**src/include/test_regs_defs.svh**
```systemverilog
//////////////////////////////////////////////////
// test register block build constants
// widths, register map offsets, identity and reset values
//////////////////////////////////////////////////

`ifndef TEST_REGS_DEFS_SVH
`define TEST_REGS_DEFS_SVH

`default_nettype none

//////////////////////////////////////////////////
// widths and sizes

`define TR_DATA_W   32 // register word
`define TR_OFFSET_W 11 // word offset, byte address bits [12:2]
`define TR_NUM_DEBUG 31 // debug words in the bank

//////////////////////////////////////////////////
// word offsets

`define TR_VERSION_OFFSET   11'h000 // read only
`define TR_DBG_REV_OFFSET   11'h001 // read only
`define TR_TIMESTAMP_OFFSET 11'h002 // read only, from outside
`define TR_DEBUG_BASE       11'h7c0 // debug word k at base + k
`define TR_SCRATCH_OFFSET   11'h7ff

//////////////////////////////////////////////////
// build identity

`define TR_MAJOR_VERSION  8'h01
`define TR_MINOR_VERSION  8'h02
`define TR_REVISION_NUM   16'h0007
`define TR_DEBUG_REVISION 32'h0000_0000 // nonzero only on debug builds

//////////////////////////////////////////////////
// reset values

// words 1 and 2 come up as one, the rest as zero
`define TR_DEBUG_RST_MASK 31'h0000_0006
`define TR_SCRATCH_RST    32'h3333_cccc // easy to spot on a readback

`default_nettype wire

`endif
```
**src/hdl/test_regs_map_pkg.sv**
```systemverilog
//////////////////////////////////////////////////
// test register map types
// read source select and version word layout
//////////////////////////////////////////////////

`default_nettype none

package test_regs_map_pkg;

  // where a read takes its data from
  typedef enum logic [2:0] {
    RD_NONE      = 3'd0, // unmapped, reads as zero
    RD_VERSION   = 3'd1,
    RD_DBG_REV   = 3'd2,
    RD_TIMESTAMP = 3'd3,
    RD_DEBUG     = 3'd4, // indexed debug word
    RD_SCRATCH   = 3'd5
  } rd_src_e;

  // version register, major in the top byte
  typedef struct packed {
    logic [7:0]  major;
    logic [7:0]  minor;
    logic [15:0] revision;
  } version_word_t;

endpackage

`default_nettype wire

```
**src/hdl/test_regs_types_pkg.sv**
```systemverilog
//////////////////////////////////////////////////
// test register data path types
// words, offsets and the debug bank
//////////////////////////////////////////////////

`default_nettype none

`include "test_regs_defs.svh"

package test_regs_types_pkg;

  // one register word
  typedef logic [`TR_DATA_W-1:0] reg_word_t;

  // word offset on the access port
  typedef logic [`TR_OFFSET_W-1:0] reg_offset_t;

  // selects one debug word, 5 bits for 31 words
  typedef logic [$clog2(`TR_NUM_DEBUG)-1:0] debug_index_t;

  // whole debug bank, word k in slice k
  typedef reg_word_t [`TR_NUM_DEBUG-1:0] debug_bank_t;

endpackage

`default_nettype wire

```
**src/hdl/reg_access_if.sv**
```systemverilog
//////////////////////////////////////////////////
// decoded register access
// write targets and read selects from the decoder
//////////////////////////////////////////////////

`timescale 1ns/1ps
`default_nettype none

interface reg_access_if;

  // write side
  logic                              wr_debug;   // write one debug word
  logic                              wr_scratch; // write scratch
  test_regs_types_pkg::debug_index_t wr_index;
  test_regs_types_pkg::reg_word_t    wr_data;

  // read side
  logic                              rd_strobe;  // one per rd_en
  test_regs_map_pkg::rd_src_e        rd_src;
  test_regs_types_pkg::debug_index_t rd_index;

  modport decoder (
    output wr_debug, wr_scratch, wr_index, wr_data,
    output rd_strobe, rd_src, rd_index
  );

  modport bank (
    input wr_debug, wr_scratch, wr_index, wr_data
  );

  modport readback (
    input rd_strobe, rd_src, rd_index
  );

endinterface

`default_nettype wire

```
**src/hdl/reg_addr_decode.sv**
```systemverilog
//////////////////////////////////////////////////
// register address decode
// maps raw offsets to write strobes and read sources
//////////////////////////////////////////////////

`timescale 1ns/1ps
`default_nettype none

`include "test_regs_defs.svh"

module reg_addr_decode (
  input  logic                             wr_en,
  input  test_regs_types_pkg::reg_offset_t wr_offset,
  input  test_regs_types_pkg::reg_word_t   wr_data,
  input  logic                             rd_en,
  input  test_regs_types_pkg::reg_offset_t rd_offset,
  reg_access_if.decoder                    acc
);

  //////////////////////////////////////////////////
  // debug window helpers

  // true for base .. base + 30, 7df and up are unmapped
  function automatic logic in_debug_window(test_regs_types_pkg::reg_offset_t offset);
    return (offset >= `TR_DEBUG_BASE) &&
           (offset < (`TR_DEBUG_BASE + `TR_NUM_DEBUG));
  endfunction

  function automatic test_regs_types_pkg::debug_index_t debug_index(
    test_regs_types_pkg::reg_offset_t offset
  );
    test_regs_types_pkg::reg_offset_t delta;
    delta = offset - `TR_DEBUG_BASE;
    return test_regs_types_pkg::debug_index_t'(delta); // low bits only
  endfunction

  //////////////////////////////////////////////////
  // write decode, read-only and unmapped offsets drop out

  assign acc.wr_debug   = wr_en && in_debug_window(wr_offset);
  assign acc.wr_scratch = wr_en && (wr_offset == `TR_SCRATCH_OFFSET);
  assign acc.wr_index   = debug_index(wr_offset);
  assign acc.wr_data    = wr_data;

  //////////////////////////////////////////////////
  // read decode

  assign acc.rd_strobe = rd_en;
  assign acc.rd_index  = debug_index(rd_offset);

  always_comb begin
    if (rd_offset == `TR_VERSION_OFFSET) begin
      acc.rd_src = test_regs_map_pkg::RD_VERSION;
    end else if (rd_offset == `TR_DBG_REV_OFFSET) begin
      acc.rd_src = test_regs_map_pkg::RD_DBG_REV;
    end else if (rd_offset == `TR_TIMESTAMP_OFFSET) begin
      acc.rd_src = test_regs_map_pkg::RD_TIMESTAMP;
    end else if (in_debug_window(rd_offset)) begin
      acc.rd_src = test_regs_map_pkg::RD_DEBUG;
    end else if (rd_offset == `TR_SCRATCH_OFFSET) begin
      acc.rd_src = test_regs_map_pkg::RD_SCRATCH;
    end else begin
      acc.rd_src = test_regs_map_pkg::RD_NONE; // reads back zero
    end
  end

endmodule

`default_nettype wire

```
**src/flat_wrapper.sv**
```systemverilog
// flat-port wrapper written by rule: the top's interface ports become plain ports
module reg_addr_decode_flat 
  (wr_en, wr_offset, wr_data, rd_en, rd_offset, acc_wr_debug, acc_wr_scratch, acc_wr_index, acc_wr_data, acc_rd_strobe, acc_rd_src, acc_rd_index);
  reg_access_if acc_i ();
  input  logic wr_en;
  input  test_regs_types_pkg::reg_offset_t wr_offset;
  input  test_regs_types_pkg::reg_word_t wr_data;
  input  logic rd_en;
  input  test_regs_types_pkg::reg_offset_t rd_offset;
  output wire logic [$bits(acc_i.wr_debug)-1:0] acc_wr_debug;
  output wire logic [$bits(acc_i.wr_scratch)-1:0] acc_wr_scratch;
  output wire logic [$bits(acc_i.wr_index)-1:0] acc_wr_index;
  output wire logic [$bits(acc_i.wr_data)-1:0] acc_wr_data;
  output wire logic [$bits(acc_i.rd_strobe)-1:0] acc_rd_strobe;
  output wire logic [$bits(acc_i.rd_src)-1:0] acc_rd_src;
  output wire logic [$bits(acc_i.rd_index)-1:0] acc_rd_index;
  assign acc_wr_debug = acc_i.wr_debug;
  assign acc_wr_scratch = acc_i.wr_scratch;
  assign acc_wr_index = acc_i.wr_index;
  assign acc_wr_data = acc_i.wr_data;
  assign acc_rd_strobe = acc_i.rd_strobe;
  assign acc_rd_src = acc_i.rd_src;
  assign acc_rd_index = acc_i.rd_index;
  reg_addr_decode u_core (.wr_en(wr_en), .wr_offset(wr_offset), .wr_data(wr_data), .rd_en(rd_en), .rd_offset(rd_offset), .acc(acc_i));
endmodule
```
**config.mk**
```make
export PLATFORM = sky130hd
export DESIGN_NAME = reg_addr_decode_flat
export DESIGN_NICKNAME = d
export VERILOG_FILES = /design/src/hdl/test_regs_map_pkg.sv /design/src/hdl/test_regs_types_pkg.sv /design/src/hdl/reg_access_if.sv /design/src/hdl/reg_addr_decode.sv /design/src/flat_wrapper.sv
export VERILOG_INCLUDE_DIRS = /design/src /design/src/include
export SDC_FILE = /design/constraint.sdc
export NUM_CORES = 1
export LEC_CHECK = 0
export BUFFER_PORTS_ARGS = -buffer_cell sky130_fd_sc_hd__buf_4
export CAP_MARGIN = 20
export CORE_MARGIN = 1.5
export CORE_UTILIZATION = 27
export DETAILED_ROUTE_END_ITERATION = 10
export PLACE_DENSITY = 0.95
export SLEW_MARGIN = 25
export SYNTH_ARGS = -nofsm -noshare
export SYNTH_HDL_FRONTEND = slang
export SYNTH_SLANG_ARGS = --single-unit
```
**constraint.sdc**
```tcl
create_clock -name vclk -period 0.9
set_input_delay 0 -clock vclk [all_inputs]
set_output_delay 0 -clock vclk [all_outputs]
set_load 0.1 [all_outputs]
```
Word level (Yosys, flattened, before mapping). Cells that the tools add are included.

Equality and inequality tests: 4. Reduce and logical (&&, ||, !) cells: 5. Multiplexer cells: 5. Magnitude comparators: 4. Add/subtract/negate cells: 2.

Operators by type and width (number): $eq A11 B11 Y1 const B (2); $ge A11 B11 Y1 const B (2); $lt A11 B11 Y1 const B (2); $mux W3 (5); $eq A11 B1 Y1 const B (1); $eq A11 B2 Y1 const B (1); $logic_not A11 Y1 (1); $sub A5 B1 Y5 const B (2); $logic_and A1 B1 Y1 (4).

Output and inout bits: 48. Flip-flop bits (word level): 0. Bits of input ports: 56.

Longest topological paths before layout.
Word-level depth: 6. Mapped depth: 3. Mapped depth without buffers: 3.

Least setup slack after synthesis. No wires, ideal clock.

Path kind: input to output. Start point: input wr_offset[3]. End point: output acc_wr_debug. Path buffers: 0. Path slack: -2.103 ns. Data arrival time: 3.003 ns. Cell stages on the path: 3. Cell sequence: nand3_1 -> nor2_1 -> nor4_1.

Longest elaborated chain between the ends: 3.

Ends and longest elaborated chain: start: declaration (RTL line flat_wrapper.sv:6) `input test_regs_types_pkg::reg_offset_t wr_offset;`; $ge A11 B11 Y1 (no source line) or $lt A11 B11 Y1 (tied branches); $logic_and A1 B1 Y1 * (RTL line reg_addr_decode.sv:25) `` return (offset >= `TR_DEBUG_BASE) && ``; $logic_and A1 B1 Y1 * (RTL line reg_addr_decode.sv:40) `assign acc.wr_debug = wr_en && in_debug_window(wr_offset);`; end: declaration (RTL line flat_wrapper.sv:10) `output wire logic [$bits(acc_i.wr_debug)-1:0] acc_wr_debug;`.

Every way passes the cells marked *; elsewhere a longest branch is shown, timed or not.

Worst setup path in the final report.
Start point: input rd_offset[5]. End point: output acc_rd_src[0].

Longest elaborated chain between the ends: 6.

Ends and longest elaborated chain: start: declaration (RTL line flat_wrapper.sv:9) `input test_regs_types_pkg::reg_offset_t rd_offset;`; $ge A11 B11 Y1 (no source line) (tied with other cells); $logic_and A1 B1 Y1 or $mux W3 (tied branches) (RTL line reg_addr_decode.sv:25, reg_addr_decode.sv:60); $mux W3 (RTL line reg_addr_decode.sv:58) `end else if (in_debug_window(rd_offset)) begin`; $mux W3 (RTL line reg_addr_decode.sv:56) `` end else if (rd_offset == `TR_TIMESTAMP_OFFSET) begin ``; $mux W3 (RTL line reg_addr_decode.sv:54) `` end else if (rd_offset == `TR_DBG_REV_OFFSET) begin ``; $mux W3 * (RTL line reg_addr_decode.sv:52) `` if (rd_offset == `TR_VERSION_OFFSET) begin ``; end: declaration (RTL line flat_wrapper.sv:15) `output wire logic [$bits(acc_i.rd_src)-1:0] acc_rd_src;`.

Marked as above.

==> impl_metrics.ini <==
[status]
status = complete, but fails checks
violations = setup timing

[timing]
timing.max_slew.rel_slack_pct = 81.8
fmax_mhz = 1000
setup_repair_after_global_routing_missed_its_margin = yes
setup_viol = 2
setup-tns-final_ps = -189
period_share_pct = 111
period_needed_ps = 997
timing_max_transition_violations_final = 0
worstMarginPinSlew_ps = 271
hold_violations = 0
finalHoldWorstSlack_ps = 0.0386
post-route-worst-setup-slack_ps = -97.4

[worst_setup_path]
critPathMaxFanout = 2
critical_path_class = input pin to output pin
startpoint_type = input pin
worst_ep_required_time_ps = 900
timing.critical_path.to_type = output pin
cp.arrival_ps = 1000

[routing]
post_drt_wl_per_cell_um = 13.3
post_drt_via_cell_ratio = 4.93
detail_route.first_pass.iterations = 2
drt-total-wl_um = 1120
final_antenna_net_count = 0
drcViolationCount = 0
vias = 414
drt_iter0_drc = 1

[yosys]
largest_family_of_logic_cells_by_synthesized_area = buffers and inverters
ys_warn_count = 0
yosys.area_share.simple_pct = 25.2
yosys-top-cells-area = sky130_fd_sc_hd__buf_4, sky130_fd_sc_hd__o32ai_2, sky130_fd_sc_hd__nand3_1, sky130_fd_sc_hd__nand2_1, sky130_fd_sc_hd__nor4_2
synthDistinctLibCells = 16
synth_compound_area_share_pct = 4.51
synthesis.instances = 66
synth_adder_area_share_pct = 0
synthesis.area_per_instance_um2 = 7.15
yosysSeqAreaShare_pct = 0
synth_xor_area_share_pct = 1.86
syn_nets = 122
synthesis.area_um2 = 472
synth_top_cell_area_share_pct = 68.4
synth_mux_area_share_pct = 0
synth.largest_area_cell = sky130_fd_sc_hd__buf_4

[layout]
fillCellCount = 169
layout.sequential_cells = 0
diodes = 0
drive_gt1_share_pct = 83.8
finalCoreUtilization_pct = 40.6
flow.area_growth_from_synthesis_pct = 35.5
register_area_um2 = 0
clock_buffers = 0
fin_nets = 126

[flow_run]
max-cap-violations = 0

[min_path]
hold_class = input pin to output pin
min_delay_worst_endpoint = acc_wr_data[20]
worst_hold_path.num_cells = 0
hold_path_startpoint = wr_data[20]

[global_route]
globalRouteOverflowTotal = 0
grt_max_degree = 4
antenna_found_initial = 0
vias_in_the_first_global_route = 435
grt_use_total_pct = 10.5
grt_first_pass_wirelength_um = 1640

[power]
power.internal_w = 0.000137
finalPower_w = 0.000393
max-vdd-ir-drop_mv = 0.292
share_comb_of_total_power_pct = 100.0
power.share.switching_pct = 65.1
power.leakage_nw = 0.286
clk_pwr_share_pct = 0
power.density_cell_area_mw_per_mm2 = 614
pwr-share-seq_pct = 0
p_switching_w = 0.000256

[place]
gpl.final_weighted_congestion = 0.691
place_hpwl_um = 968
place_ws_ps = -211
number_of_buffers_inserted_by_port_buffering = 38

[clocking]
cts-hold-fix-buffers = 0

[die]
initial_core_utilization_pct = 29.9
design.core.area_mm2 = 0.00158
fp-row-count = 14
die_width_um = 44.8
die_outline_area_mm2 = 0.00201
die-height_um = 44.8
boundaryPins = 104
per-layer routing:
layer | GRT usage, % | vias to the layer above | share of wire (%)
li1 | - | 181 | -
met1 | 6.51 | 187 | 21
met5 | 0 | - | 0
met2 | 25.5 | 42 | 63
met4 | 1.76 | 0 | 0.71
met3 | 4.00 | 4 | 15
logic make-up after synthesis:
logic type / count (synthesis)
AND/OR/NAND/NOR: 20
buffers and inverters: 43
AO/OA/AOI/OAI: 2
XOR/XNOR: 1
per-stage QoR:
stage | cell area [um^2] | instances
after floorplan | 512 | 66
after global placement | 547 | 84
after detailed placement | 547 | 84
after CTS | 624 | 85
after global routing | 639 | 84
final | 639 | 84
synthesized netlist by cell type:
cell type and number:
sky130_fd_sc_hd__xnor2_1 1, sky130_fd_sc_hd__nand3_1 3, sky130_fd_sc_hd__o32ai_2 1, sky130_fd_sc_hd__or3_4 1, sky130_fd_sc_hd__nand4_1 1, sky130_fd_sc_hd__and3_1 1
sky130_fd_sc_hd__o21ai_0 1, sky130_fd_sc_hd__and4_1 1, sky130_fd_sc_hd__or2_2 1, sky130_fd_sc_hd__and4b_1 1, sky130_fd_sc_hd__nand2_1 4, sky130_fd_sc_hd__nor3_1 2
sky130_fd_sc_hd__nor4_1 1, sky130_fd_sc_hd__nor4_2 1, sky130_fd_sc_hd__buf_4 43, sky130_fd_sc_hd__nor2_1 3
critical path, stage by stage:
cell and delay, ps:
sky130_fd_sc_hd__buf_6 90, sky130_fd_sc_hd__or3_4 400, sky130_fd_sc_hd__o32ai_4 290, sky130_fd_sc_hd__buf_12 210
cell type report:
| class | instances | area, um^2 | area share, % |
|---|---|---|---|
| timing repair buffer | 45 | 398 | 62.2 |
| multi-input combinational | 23 | 221 | 34.6 |
| tap | 16 | 20.0 | 3.13 |
cells in the final DEF (no fill, tap or decap), drive strengths merged:
cell type   n
buf        45
nand2       4
nor2        3
nand3       3
nor4        2
nor3        2
xnor2       1
or3         1
or2         1
and4        1
o32ai       1
nand4       1
and3        1
o21ai       1
and4b       1
worst max-delay path by stage:
stage                 start            end  slack, ps
3_3_place_gp   rd_offset[2]  acc_rd_src[0]       -180
3_5_place_dp   rd_offset[2]  acc_rd_src[0]       -210
6_report       rd_offset[5]  acc_rd_src[0]       -100
4_1_cts        rd_offset[5]  acc_rd_src[0]       -100
5_1_grt        rd_offset[5]  acc_rd_src[0]       -120
2_1_floorplan  rd_offset[5]  acc_rd_src[0]       -370
what timing repair did:
action / CTS / global route
gates resized for setup: 16 / 6
endpoints found under the hold margin: 0 / 0
buffers inserted: 1 / 0
pin swaps: 2 / 4
endpoints found under the setup margin: 3 / 5
power by group through the flow:
stage	Combinational [W]	Clock (W)	Sequential, W
finish	0.000393	0	0
global route	0.000407	0	0
CTS	0.000390	0	0
detailed placement	0.000371	0	0
global placement	0.000367	0	0
floorplan	0.000938	0	0
No activity file was read; power rests on OpenSTA's default activity.
